--- config.mk ---
export PLATFORM = sky130hd
export DESIGN_NAME = vec_dispatcher
export DESIGN_NICKNAME = d
export VERILOG_FILES = /design/src/common/vec_isa_pkg.sv /design/src/common/vec_uarch_pkg.sv /design/src/verilog/vec_dispatcher.sv
export SDC_FILE = /design/constraint.sdc
export NUM_CORES = 1
export LEC_CHECK = 0
export ABC_AREA = 1
export BUFFER_PORTS_ARGS = -buffer_cell sky130_fd_sc_hd__buf_2
export CORE_ASPECT_RATIO = 1.5
export CORE_MARGIN = 5
export CORE_UTILIZATION = 48
export DETAILED_ROUTE_END_ITERATION = 6
export HOLD_SLACK_MARGIN = 0.06
export PLACE_DENSITY = 0.84
export SETUP_SLACK_MARGIN = 0.4
export SLEW_MARGIN = 30
export SYNTH_ARGS = -nofsm -noshare
export SYNTH_HDL_FRONTEND = slang
export SYNTH_SLANG_ARGS = --single-unit
export TNS_END_PERCENT = 1
--- constraint.sdc ---
create_clock -name clk_i -period 9 [get_ports clk_i]
set_input_delay 0.45 -clock clk_i [delete_from_list [all_inputs] [get_ports clk_i]]
set_output_delay 0.45 -clock clk_i [all_outputs]
set_load 0.005 [all_outputs]
--- src/common/vec_isa_pkg.sv ---
// Vector unit ISA package with host opcodes and register index types
`default_nettype none

package vec_isa_pkg;

  // Host opcodes
  // Codes 10 to 15 are decoded as illegal
  typedef enum logic [3:0] {
    OP_SETVL  = 4'd0,
    OP_VID    = 4'd1,
    OP_SPLAT  = 4'd2,
    OP_ADD_VV = 4'd3,
    OP_SUB_VV = 4'd4,
    OP_AND_VV = 4'd5,
    OP_OR_VV  = 4'd6,
    OP_XOR_VV = 4'd7,
    OP_ADD_VX = 4'd8,
    OP_READ   = 4'd9
  } vec_op_e;

  // Architectural vector registers
  localparam int unsigned NumVRegs = 8;

  typedef logic [$clog2(NumVRegs)-1:0] vreg_idx_t;

endpackage : vec_isa_pkg

`default_nettype wire

--- src/common/vec_uarch_pkg.sv ---
// Vector unit microarchitecture package with lane operations and pipeline depth
`default_nettype none

package vec_uarch_pkg;

  // Operation carried by a row command to the lanes
  typedef enum logic [2:0] {
    LANE_IDX    = 3'd0,
    LANE_SCALAR = 3'd1,
    LANE_ADD    = 3'd2,
    LANE_SUB    = 3'd3,
    LANE_AND    = 3'd4,
    LANE_OR     = 3'd5,
    LANE_XOR    = 3'd6,
    LANE_READ   = 3'd7
  } lane_op_e;

  // Operand stage plus execute stage
  localparam int unsigned LaneDepth = 2;

endpackage : vec_uarch_pkg

`default_nettype wire

--- src/verilog/vec_dispatcher.sv ---
// Vector dispatcher that decodes host requests into a one-entry issue register
`timescale 1ns/10ps
`default_nettype none

module vec_dispatcher import vec_isa_pkg::*; import vec_uarch_pkg::*; #(
  parameter int unsigned NrLanes     = 4,
  parameter int unsigned VLenPerLane = 4,
  parameter int unsigned ElemWidth   = 32
) (
  input  logic                 clk_i,
  input  logic                 rst_n_i,
  // Host request
  input  logic                 req_valid_i,
  output logic                 req_ready_o,
  input  vec_op_e              req_op_i,
  input  vreg_idx_t            req_vd_i,
  input  vreg_idx_t            req_vs1_i,
  input  vreg_idx_t            req_vs2_i,
  input  logic [ElemWidth-1:0] req_scalar_i,
  output logic                 illegal_o,
  // Decoded instruction to the sequencer
  output logic                 dec_valid_o,
  input  logic                 dec_ready_i,
  output lane_op_e             dec_op_o,
  output logic                 dec_is_setvl_o,
  output vreg_idx_t            dec_vd_o,
  output vreg_idx_t            dec_vs1_o,
  output vreg_idx_t            dec_vs2_o,
  output logic                 dec_use_scalar_o,
  output logic [ElemWidth-1:0] dec_scalar_o
);

  localparam int unsigned VLMAX = NrLanes * VLenPerLane;

  lane_op_e             op_d;
  logic                 legal_d;
  logic                 use_scalar_d;
  logic [ElemWidth-1:0] scalar_d;
  logic                 accept;

  ////////////////////
  // Decode
  ////////////////////

  // READ names its register in vs2 and its element in the scalar
  always_comb begin
    op_d         = LANE_ADD;
    legal_d      = 1'b1;
    use_scalar_d = 1'b0;
    scalar_d     = req_scalar_i;
    case (req_op_i)
      OP_SETVL: begin
        if (req_scalar_i > ElemWidth'(VLMAX)) begin
          scalar_d = ElemWidth'(VLMAX);
        end
      end
      OP_VID:    op_d = LANE_IDX;
      OP_SPLAT:  op_d = LANE_SCALAR;
      OP_ADD_VV: op_d = LANE_ADD;
      OP_SUB_VV: op_d = LANE_SUB;
      OP_AND_VV: op_d = LANE_AND;
      OP_OR_VV:  op_d = LANE_OR;
      OP_XOR_VV: op_d = LANE_XOR;
      OP_ADD_VX: begin
        op_d         = LANE_ADD;
        use_scalar_d = 1'b1;
      end
      OP_READ:   op_d = LANE_READ;
      default:   legal_d = 1'b0;
    endcase
  end

  ////////////////////
  // Issue register
  ////////////////////

  // Free slot, or the held entry leaves this cycle
  assign req_ready_o = ~dec_valid_o | dec_ready_i;
  assign accept      = req_valid_i & req_ready_o;

  always_ff @(posedge clk_i or negedge rst_n_i) begin
    if (!rst_n_i) begin
      dec_valid_o <= 1'b0;
      illegal_o   <= 1'b0;
    end else begin
      // Illegal requests are consumed here and never reach the sequencer
      illegal_o <= accept & ~legal_d;
      if (accept) begin
        dec_valid_o <= legal_d;
      end else if (dec_ready_i) begin
        dec_valid_o <= 1'b0;
      end
    end
  end

  always_ff @(posedge clk_i) begin
    if (accept && legal_d) begin
      dec_op_o         <= op_d;
      dec_is_setvl_o   <= (req_op_i == OP_SETVL);
      dec_vd_o         <= req_vd_i;
      dec_vs1_o        <= req_vs1_i;
      dec_vs2_o        <= req_vs2_i;
      dec_use_scalar_o <= use_scalar_d;
      dec_scalar_o     <= scalar_d;
    end
  end

endmodule : vec_dispatcher

`default_nettype wire

Word-level counts from Yosys, hierarchy flattened
Cells that the tools add are included.
W data, S select, Z words.
{"block": "op_classes", "shift": 0, "mux": 7, "reduce_logical": 4, "eq_ne": 9, "bitwise": 5, "n_addsub": 0, "multipliers": 0, "magnitude_cmp": 1, "n_div": 0}
{"cell": "$mux W32", "count": 2}
{"cell": "$gt A32 B5 Y1 const B", "count": 1}
{"cell": "$pmux W3 S7", "count": 1}
{"cell": "$eq A4 B3 Y1 const B", "count": 4}
{"cell": "$reduce_or A10 Y1", "count": 1}
{"cell": "$eq A4 B2 Y1 const B", "count": 2}
{"cell": "$eq A4 B4 Y1 const B", "count": 2}
{"cell": "$eq A4 B1 Y1 const B", "count": 1}
{"cell": "$logic_not A4 Y1", "count": 1}
{"cell": "$mux W1", "count": 4}
{"cell": "$and A1 B1 Y1", "count": 2}
{"cell": "$not A1 Y1", "count": 2}
{"cell": "$reduce_bool A2 Y1", "count": 1}
{"cell": "$logic_and A1 B1 Y1", "count": 1}
{"cell": "$or A1 B1 Y1", "count": 1}
{"block": "totals", "latchBits": 0, "rom_bits": 0, "output_inout_bits": 49, "ram_bits": 0, "ff_bits": 48, "inputBits": 49, "elab_cells": 35, "memories": 0}

Logic depth before layout (Yosys ltp)
Gate-level depths: netlist of run 1.
{"block": "depth", "ltp_word": 5, "mapped_depth": 6, "ltp_nobuf": 6}

Least setup slack after synthesis of run 1
Ideal clock, no wire load.
{"block": "synth_timing", "kind": "input to register", "from": "input req_op_i[1]", "to": "register dec_is_setvl_o, enable pin", "required_ns": 8.551, "t_arrival_ns": 2.618, "setup_slack_ns": 5.933, "cell_stages": 3, "cell_sequence": "nor2_1 nor2_1 nor2_1"}
{"block": "synth_between", "elab_chain_len": 4, "word_cells_on_any_way": 13, "classes_between": "9 x eq/ne; 1 x mux; 3 x reduce/logical"}
{"element": "start, declared", "line": "vec_dispatcher.sv:15", "rtl": "input vec_op_e req_op_i,"}
{"element": "$eq A4 B4 Y1 (tied with other cells)", "line": "vec_dispatcher.sv:51", "rtl": "case (req_op_i)"}
{"element": "$reduce_or A10 Y1 (no line) (*)"}
{"element": "$mux W1 (*)", "line": "vec_dispatcher.sv:51"}
{"element": "$logic_and A1 B1 Y1 (*)", "line": "vec_dispatcher.sv:97", "rtl": "if (accept && legal_d) begin"}
{"element": "end signal, assigned", "line": "vec_dispatcher.sv:99", "rtl": "dec_is_setvl_o <= (req_op_i == OP_SETVL);"}
{"element": "end, declared", "line": "vec_dispatcher.sv:25", "rtl": "output logic dec_is_setvl_o,"}
Mark *: on every way between the ends. The rest lies on a longest branch, timed or not.
A chain may end at the register's enable or synchronous reset.

Final worst setup path of run 1
{"block": "layout_timing", "from": "register dec_valid_o", "to": "register dec_scalar_o[4], enable pin"}
{"block": "layout_between", "elab_chain_len": 4}
{"element": "start, declared", "line": "vec_dispatcher.sv:22", "rtl": "output logic dec_valid_o,"}
{"element": "start signal, assigned", "line": "vec_dispatcher.sv:89", "rtl": "dec_valid_o <= legal_d;"}
{"element": "$not A1 Y1", "line": "vec_dispatcher.sv:78", "rtl": "assign req_ready_o = ~dec_valid_o | dec_ready_i;"}
{"element": "$or A1 B1 Y1", "line": "vec_dispatcher.sv:78"}
{"element": "$and A1 B1 Y1", "line": "vec_dispatcher.sv:79", "rtl": "assign accept = req_valid_i & req_ready_o;"}
{"element": "$logic_and A1 B1 Y1", "line": "vec_dispatcher.sv:97"}
{"element": "end signal, assigned", "line": "vec_dispatcher.sv:104", "rtl": "dec_scalar_o <= scalar_d;"}
{"element": "end, declared", "line": "vec_dispatcher.sv:30", "rtl": "output logic [ElemWidth-1:0] dec_scalar_o"}
Every way passes these cells.

==> results_tabular.tex, run 1 <==
\begin{tabular}{lr}
\hline
Metric & Value \\
\hline
\multicolumn{2}{l}{\textbf{Setup path}} \\
Critical-path cell list & nand2\_1 -> nand2\_1 -> nor2\_4 -> buf\_16 \\
Startpoint class of the critical path & register \\
Critical path class & reg -> reg \\
Crit. End Element & register \\
Data required time of the worst path & 9.00 ns \\
Delay of the slowest cell on the worst path & 0.56 ns \\
Flop2flop setup slack & 7.29 ns \\
Critical path fanouts, max & 26 \\
Worst path most repeated cell & nand2\_1 \\
Crit path arrival time & 1.71 ns \\
Cell type group with the largest total delay on the critical path & simple AND/OR/NAND/NOR gates \\
Critical Path Slowest Stage Cell & nor2\_4 \\
WP buf/inv & 1 \\
\multicolumn{2}{l}{\textbf{Flow run}} \\
MaxCap Viol Count & 0 \\
\multicolumn{2}{l}{\textbf{Finish}} \\
Utilization after layout & 65.82\% \\
Commonest non-fill, non-tap cell in the layout & buf\_2 \\
Final-layout fill cell count & 324 \\
Most frequent cells in the layout & 97 x buf\_2, 48 x nor2\_1, 46 x edfxtp\_1 \\
Antenna diode instance count & 0 \\
Layout area overhead & 32.48\% \\
Post-layout net count & approximately 310 \\
Finished Cell Area & around 2600 µm² \\
Proportion of layout cells with a drive suffix above 1 & $\sim$42\% \\
Post-Layout Cell Count & 310 \\
\multicolumn{2}{l}{\textbf{Clocking}} \\
CTS clock-pin slew for the worst setup and hold paths & 0.08 ns \\
CTS tree & done \\
Clock Latency Late Sink & 0.29 ns \\
Number of clock buffers inserted by TritonCTS & 5 \\
Buffer type at the clock tree root & clkbuf\_8 \\
Number of H-tree levels & 2 \\
Setup bufs post-CTS & 0 \\
Post-CTS Resized & 0 \\
Clock tree sinks & 48 \\
Bufs on Longest Clock Path & 2 \\
\multicolumn{2}{l}{\textbf{Placement}} \\
Post-place instance area & around 2500 µm² \\
Total of buffers placed on input and output ports & 97 \\
Post-placement setup slack & 6.996 ns \\
Cell count after placement & between 300 and 400 \\
Total half-perimeter wirelength after legalization and detailed placement & 3311 µm \\
Weighted congestion reported at the end of routability-driven placement & between 0.7 and 0.8 \\
\multicolumn{2}{l}{\textbf{Logic synthesis}} \\
Warnings, synthesis & 0 \\
Top cells by area, synth & edfxtp\_1 71\%, nor2\_1 9.4\%, inv\_1 6.5\% \\
Number of instances in the synthesized netlist & 161 \\
Syn Nets & 210 \\
Seq/Total Area, Yosys & 73.43\% \\
Cell accounting for the most synthesized area & edfxtp\_1 \\
Post-synthesis register bit count & 48 \\
Number of distinct standard cells referenced by the synthesized netlist & 19 \\
Post-synth top area share & a little under three quarters \\
Mean post-synth cell area & between 10 and 15 µm² \\
Synthesized area & 1949 µm² \\
\multicolumn{2}{l}{\textbf{Global routing}} \\
Maximum number of pins on one net before global-route repair & 34 \\
Initial antenna violation count & 0 \\
Overflow after GRT & 0 \\
Total Routing Usage GR & approximately 16\% \\
Vias in the first global route & 1,357 \\
Wire length of the first global-routing pass & 6113 µm \\
\multicolumn{2}{l}{\textbf{Timing}} \\
Sum of negative setup slack & 0 ns \\
Least-Margin Pin Slew & 0.6621 ns \\
Setup WS post-layout & 7.287 ns \\
Final hold violations & 0 \\
Final worst path period share & 19.04\% \\
Setup repair after global routing missed its margin & no \\
Final Max Slew Viols & 0 \\
Crit path time final & 1.713 ns \\
Number of setup violations in the final report & 0 \\
Smallest hold slack & 0.3311 ns \\
Relative slew margins & 55.75\% \\
Worst Clk Skew & between 0.005 and 0.006 ns \\
Maximum achievable frequency & 583.6 MHz \\
\multicolumn{2}{l}{\textbf{Detailed routing}} \\
Detailed Routing Iterations Pass 1 & 4 \\
Routed wire length & $\sim$4200 µm \\
Detail-routed net length per standard cell & roughly 14 µm \\
Initial detailed-routing violation count & 46 \\
DRT antenna net count & 0 \\
Number of remaining DRC errors & 0 \\
DR vias & 1,426 \\
Per-cell via count in the routed design & 4.600 \\
\multicolumn{2}{l}{\textbf{Pwr}} \\
Cell leakage power & 1.235 nW \\
Power per unit of standard cell area & 168.3 nW/µm² \\
Total chip power & 0.4346 mW \\
Maximum resistive drop on vdd & 0.1620 mV \\
\multicolumn{2}{l}{\textbf{Die}} \\
Width of the die & 62.04 µm \\
Starting density of the core & between 40\% and 50\% \\
Die area & 5462 µm² \\
Number of placement rows & 28 \\
Number of top-level pins & 98 \\
Area of the core & 3924 µm² \\
Overall die height & 88.05 µm \\
\multicolumn{2}{l}{\textbf{Status}} \\
Status & complete, no violations \\
\multicolumn{2}{l}{\textbf{Hold path}} \\
Type of the worst min-delay path & in -> reg \\
\hline
\end{tabular}
## synth_stat cells
cell type,n
edfxtp_1,46
inv_2,1
nor2_1,49
buf_6,2
nor3_1,1
nand4_2,1
nand2_1,9
o21ai_0,1
nand3_1,3
a221oi_1,1
inv_1,34
a21oi_1,4
nand2_4,1
dfrtp_1,2
a32o_1,1
nor2_4,1
nand2_2,2
buf_8,1
nor2_8,1
## state kept, by name (all words and copies together), names as in the netlist
name / count
dec_vs1_o: 3
dec_is_setvl_o: 1
dec_use_scalar_o: 1
illegal_o: 1
dec_valid_o: 1
dec_vs2_o: 3
dec_op_o: 3
dec_vd_o: 3
dec_scalar_o: 32
## where the power goes
part	total [mW]	switching, mW	internal [mW]
Clock	0.120	0.0657	0.0539
Sequential	0.264	0.00290	0.261
Combinational	0.0514	0.0280	0.0234
Total	0.435	0.0966	0.338
## worst register-to-register path, cell delays in order, from the launching register on
cell and delay [ns]:
dfrtp_1 0.38, nand2_1 0.10, nand2_1 0.12, nor2_4 0.56, buf_16 0.26
## final cells by class
cell class / count / area, µm² / share of cell area (%)
sequential: 48 / 1431 / 55.43
tap: 45 / 56.30 / 2.180
clock inverter: 2 / 11.26 / 0.4360
clock buffer: 6 / 72.57 / 2.810
multi-input combinational: 75 / 356.6 / 13.81
inverter: 35 / 131.4 / 5.087
timing repair buffer: 99 / 523.0 / 20.25
## path summary, 6_finish.rpt
kind	from	to	depth (start not counted)
hold / removal	req_vs1_i[0]	dec_vs1_o[0]	1
min in group asynchronous	rst_n_i	dec_valid_o	2
max in group asynchronous	rst_n_i	illegal_o	2
setup / recovery	dec_valid_o	dec_scalar_o[4]	4
hold reg to reg	dec_valid_o	dec_valid_o	2
setup reg to reg	dec_valid_o	dec_scalar_o[4]	4
## cell families after synthesis
family                 Yosys count  share of synthesized area, %
AO/OA/AOI/OAI                    7                         2.246
buffers and inverters           38                         8.664
flip-flops                      48                         73.43
AND/OR/NAND/NOR                 68                         15.66
## what timing repair did
| action | in CTS | in global routing |
|---|---|---|
| endpoints found under the hold margin | 2 | 0 |
| hold buffers | 1 | 0 |
| endpoints found under the setup margin | 0 | 0 |
## per-layer routing
metal | global-route usage [%] | share of wire, %
met1 | 15.83 | 32
met2 | 29.25 | 58
met3 | 5.605 | 9.5
met4 | 5.212 | 0.99
met5 | 0 | 0
Note: power is estimated with default switching activity, not from simulation.
==> inputs of run 2 (changes only) <==
--- a/config.mk
+++ b/config.mk
@@ -5,14 +5,14 @@
 export SDC_FILE = /design/constraint.sdc
 export NUM_CORES = 1
 export LEC_CHECK = 0
-export ABC_AREA = 1
+export ABC_AREA = 0
 export BUFFER_PORTS_ARGS = -buffer_cell sky130_fd_sc_hd__buf_2
 export CORE_ASPECT_RATIO = 1.5
 export CORE_MARGIN = 5
-export CORE_UTILIZATION = 48
+export CORE_UTILIZATION = 44
 export DETAILED_ROUTE_END_ITERATION = 6
 export HOLD_SLACK_MARGIN = 0.06
-export PLACE_DENSITY = 0.84
+export PLACE_DENSITY = 0.78
 export SETUP_SLACK_MARGIN = 0.4
 export SLEW_MARGIN = 30
 export SYNTH_ARGS = -nofsm -noshare
==> constraint.sdc (replaced) <==
create_clock -name clk_i -period 1.7 [get_ports clk_i]
set_input_delay 0.085 -clock clk_i [delete_from_list [all_inputs] [get_ports clk_i]]
set_output_delay 0.085 -clock clk_i [all_outputs]
set_load 0.005 [all_outputs]
==> results_tabular.tex, run 2 <==
\begin{tabular}{lr}
\hline
Metric & Value \\
\hline
\multicolumn{2}{l}{\textbf{Placement}} \\
Total half-perimeter wirelength after legalization and detailed placement & 3258 µm (was 3311 µm) \\
Total of buffers placed on input and output ports & 97 (unchanged) \\
Weighted congestion reported at the end of routability-driven placement & 0.7295 (was 0.7267) \\
\multicolumn{2}{l}{\textbf{Clocking}} \\
CTS clock-pin slew for the worst setup and hold paths & 0.08 ns (about the same) \\
Clock Latency Late Sink & 0.29 ns (about the same) \\
Buffer type at the clock tree root & clkbuf\_8 (unchanged) \\
Bufs on Longest Clock Path & 2 (unchanged) \\
Post-CTS Resized & 0 (unchanged) \\
CTS tree & done (unchanged) \\
Number of clock buffers inserted by TritonCTS & 5 (unchanged) \\
Number of H-tree levels & 2 (unchanged) \\
Clock tree sinks & 48 (unchanged) \\
\multicolumn{2}{l}{\textbf{Finish}} \\
Commonest non-fill, non-tap cell in the layout & buf\_2 (unchanged) \\
Most frequent cells in the layout & 97 x buf\_2, 46 x edfxtp\_1, 28 x nor2b\_1 (was 97 x buf\_2, 48 x nor2\_1, 46 x edfxtp\_1) \\
Final-layout fill cell count & 299 (was 324) \\
Reg with most FFs & dec\_scalar\_o (unchanged) \\
Antenna diode instance count & 0 (unchanged) \\
Post-layout net count & 285 (was 313) \\
Largest register FFs & 32 (unchanged) \\
Utilization after layout & 65.46\% (was 65.82\%) \\
Layout area overhead & 47.20\% (was 32.48\%) \\
Proportion of layout cells with a drive suffix above 1 & 50.21\% (was 42.26\%) \\
\multicolumn{2}{l}{\textbf{Logic synthesis}} \\
Cell accounting for the most synthesized area & edfxtp\_1 (unchanged) \\
Post-synth ARST share & 4.167\% (unchanged) \\
Syn Nets & 162 (was 210) \\
Most frequently used flop master after synthesis & edfxtp\_1 (unchanged) \\
Top cells by area, synth & edfxtp\_1 74\%, nor2b\_1 9.4\%, dfrtp\_1 2.7\% (was edfxtp\_1 71\%, nor2\_1 9.4\%, inv\_1 6.5\%) \\
Number of instances in the synthesized netlist & 113 (was 161) \\
Post-synthesis register bit count & 48 (unchanged) \\
Warnings, synthesis & 0 (unchanged) \\
Synthesized area & 1856 µm² (was 1949 µm²) \\
Number of distinct standard cells referenced by the synthesized netlist & 21 (was 19) \\
Mean post-synth cell area & 16.42 µm² (was 12.11 µm²) \\
Seq/Total Area, Yosys & 77.14\% (was 73.43\%) \\
Most instantiated cells after synthesis & 46 x edfxtp\_1, 28 x nor2b\_1, 4 x and2\_1, 4 x nand2\_1, 4 x nand2b\_1 (was 49 x nor2\_1, 46 x edfxtp\_1, 34 x inv\_1) \\
Count of flip-flops with a built-in enable after synthesis & 46 (unchanged) \\
Most repeated cell in the gate-level netlist after synthesis & edfxtp\_1 (was nor2\_1) \\
Post-synth top area share & 74.44\% (was 70.86\%) \\
\multicolumn{2}{l}{\textbf{Global routing}} \\
Initial antenna violation count & 0 (unchanged) \\
Maximum number of pins on one net before global-route repair & 18 (was 34) \\
Overflow after GRT & 0 (unchanged) \\
Vias in the first global route & 1,361 (was 1,357) \\
Wire length of the first global-routing pass & 6423 µm (was 6113 µm) \\
Total Routing Usage GR & 15.05\% (was 15.90\%) \\
\multicolumn{2}{l}{\textbf{Setup path}} \\
CP Launch Point & dec\_valid\_o (unchanged) \\
Reg2Reg Launch Point & dec\_valid\_o (unchanged) \\
Critical path fanouts, max & 17 (was 26) \\
Delay of the slowest cell on the worst path & 0.38 ns (was 0.56 ns) \\
Data required time of the worst path & 1.71 ns (was 9.00 ns) \\
Critical Path Slowest Stage Cell & dfrtp\_1 (was nor2\_4) \\
Crit. End Element & register (unchanged) \\
RR Endpoint & dec\_scalar\_o[26] (was dec\_scalar\_o[4]) \\
Depth of the worst register-to-register path & 3 (was 4) \\
Critical path class & reg -> reg (unchanged) \\
WP buf/inv & 1 (unchanged) \\
Flop2flop setup slack & 0.48 ns (was 7.29 ns) \\
Cell type group with the largest total delay on the critical path & flip-flops (was simple AND/OR/NAND/NOR gates) \\
Number of logic stages on the critical path including buffering & 3 (was 4) \\
Crit path to & dec\_scalar\_o[26] (was dec\_scalar\_o[4]) \\
Crit path arrival time & 1.23 ns (was 1.71 ns) \\
Startpoint class of the critical path & register (unchanged) \\
Critical-path cell list & nand2b\_1 -> and3\_4 -> buf\_12 (was nand2\_1 -> nand2\_1 -> nor2\_4 -> buf\_16) \\
\multicolumn{2}{l}{\textbf{Detailed routing}} \\
Detailed Routing Iterations Pass 1 & 2 (was 4) \\
Routed wire length & 4258 µm (was 4232 µm) \\
Detail-routed net length per standard cell & 15.05 µm (was 13.65 µm) \\
Number of remaining DRC errors & 0 (unchanged) \\
Initial detailed-routing violation count & 18 (was 46) \\
DR vias & 1,362 (was 1,426) \\
Per-cell via count in the routed design & 4.813 (was 4.600) \\
DRT antenna net count & 0 (unchanged) \\
\multicolumn{2}{l}{\textbf{Status}} \\
Status & complete, no violations (unchanged) \\
\multicolumn{2}{l}{\textbf{Die}} \\
Width of the die & 63.02 µm (was 62.04 µm) \\
Starting density of the core & 44.47\% (was 49.68\%) \\
Die area & 5643 µm² (was 5462 µm²) \\
Area of the core & 4173 µm² (was 3924 µm²) \\
Overall die height & 89.54 µm (was 88.05 µm) \\
Number of top-level pins & 98 (unchanged) \\
Number of placement rows & 29 (was 28) \\
\multicolumn{2}{l}{\textbf{Timing}} \\
Least-Margin Pin Slew & 0.4504 ns (was 0.6621 ns) \\
Setup repair after global routing missed its margin & no (unchanged) \\
Final hold violations & 0 (unchanged) \\
Final Max Slew Viols & 0 (unchanged) \\
Sum of negative setup slack & 0 ns (unchanged) \\
Relative slew margins & 69.69\% (was 55.75\%) \\
Worst Clk Skew & 0.002930 ns (was 0.005236 ns) \\
Maximum achievable frequency & 822.1 MHz (was 583.6 MHz) \\
Final worst path period share & 71.55\% (was 19.04\%) \\
Smallest hold slack & 0.07635 ns (was 0.3311 ns) \\
Number of setup violations in the final report & 0 (unchanged) \\
Crit path time final & 1.216 ns (was 1.713 ns) \\
\multicolumn{2}{l}{\textbf{Flow run}} \\
MaxCap Viol Count & 0 (unchanged) \\
\multicolumn{2}{l}{\textbf{Pwr}} \\
Power per unit of standard cell area & 906.1 nW/µm² (was 168.3 nW/µm²) \\
Total chip power & 2.475 mW (was 0.4346 mW) \\
Cell leakage power & 1.149 nW (was 1.235 nW) \\
Maximum resistive drop on vdd & 0.7279 mV (was 0.1620 mV) \\
\multicolumn{2}{l}{\textbf{Hold path}} \\
Type of the worst min-delay path & in -> reg (unchanged) \\
\hline
\end{tabular}
[run 2: cell types whose count changed after synthesis, moves of 2 or more]
| cell | delta |
|---|---|
| nand2_1 | -5 |
| nor2b_1 | +28 |
| inv_1 | -34 |
| nor4_1 | +3 |
| and2_1 | +4 |
| buf_2 | +2 |
| a21oi_1 | -4 |
| nand2_2 | -2 |
| nand2b_1 | +4 |
| o21ai_0 | +2 |
| nor2_1 | -46 |
| nor4_2 | +3 |
[run 2: worst min path at each step]
| stage | start | to | slack, ns | cells past startpoint |
|---|---|---|---|---|
| final | req_scalar_i[2] | dec_scalar_o[2] | 0.08 | 2 |
| after global routing | req_scalar_i[2] | dec_scalar_o[2] | 0.07 | 2 |
| after CTS | req_scalar_i[0] | dec_scalar_o[0] | 0.06 | 2 |
| after detailed placement | rst_n_i | dec_valid_o | -0.13 | 1 |
| after global placement | rst_n_i | illegal_o | -0.13 | 1 |
| after floorplan | rst_n_i | dec_valid_o | -0.21 | 0 |
[run 2: routing by layer]
layer / track usage [%] / share of wire (%) / vias to the layer above
met5: 0 / 0 / -
met4: 6.950 / 1.7 / 0
met3: 6.038 / 9.2 / 6
met2: 26.52 / 53 / 69
met1: 15.68 / 36 / 629
li1: - / - / 658
[run 2: where the power goes]
part / internal [mW] / switching (mW) / total [mW]
clock network: 0.435 / 0.357 / 0.792
registers: 1.37 / 0.0158 / 1.39
logic: 0.161 / 0.132 / 0.292
[run 2: cell families after synthesis]
kind of cell / after synthesis / share of synthesized area [%]
xor+xnor: 1 / 0.4721
compound gates: 5 / 1.955
buf+inv: 3 / 1.146
simple gates: 56 / 19.29
flops: 48 / 77.14
[run 2: layout make-up]
| cell class | instances | area (µm²) | share of cell area [%] |
|---|---|---|---|
| Clock buffer | 5 | 68.82 | 2.519 |
| Sequential cell | 48 | 1431 | 52.40 |
| Tap cell | 46 | 57.56 | 2.107 |
| Clock inverter | 3 | 42.54 | 1.557 |
| Multi-Input combinational cell | 62 | 407.9 | 14.93 |
| Timing Repair Buffer | 119 | 723.2 | 26.48 |
[run 2: stage by stage]
step / setup slack [ns] / cells / instance area (µm²)
after floorplan: 0.3270 / 113 / 1861
after global placement: 0.2862 / 257 / 2437
after detailed placement: 0.2215 / 257 / 2437
after CTS: 0.4469 / 280 / 2706
after global routing: 0.4314 / 283 / 2731
final: 0.4836 / 283 / 2731
[run 2: repair_timing]
| item | CTS | global route |
|---|---|---|
| endpoints found under the setup margin | 32 | 17 |
| endpoints found under the hold margin | 15 | 1 |
| setup buffers | 2 | 2 |
| pin swaps | 1 | 1 |
| hold buffers | 13 | 1 |
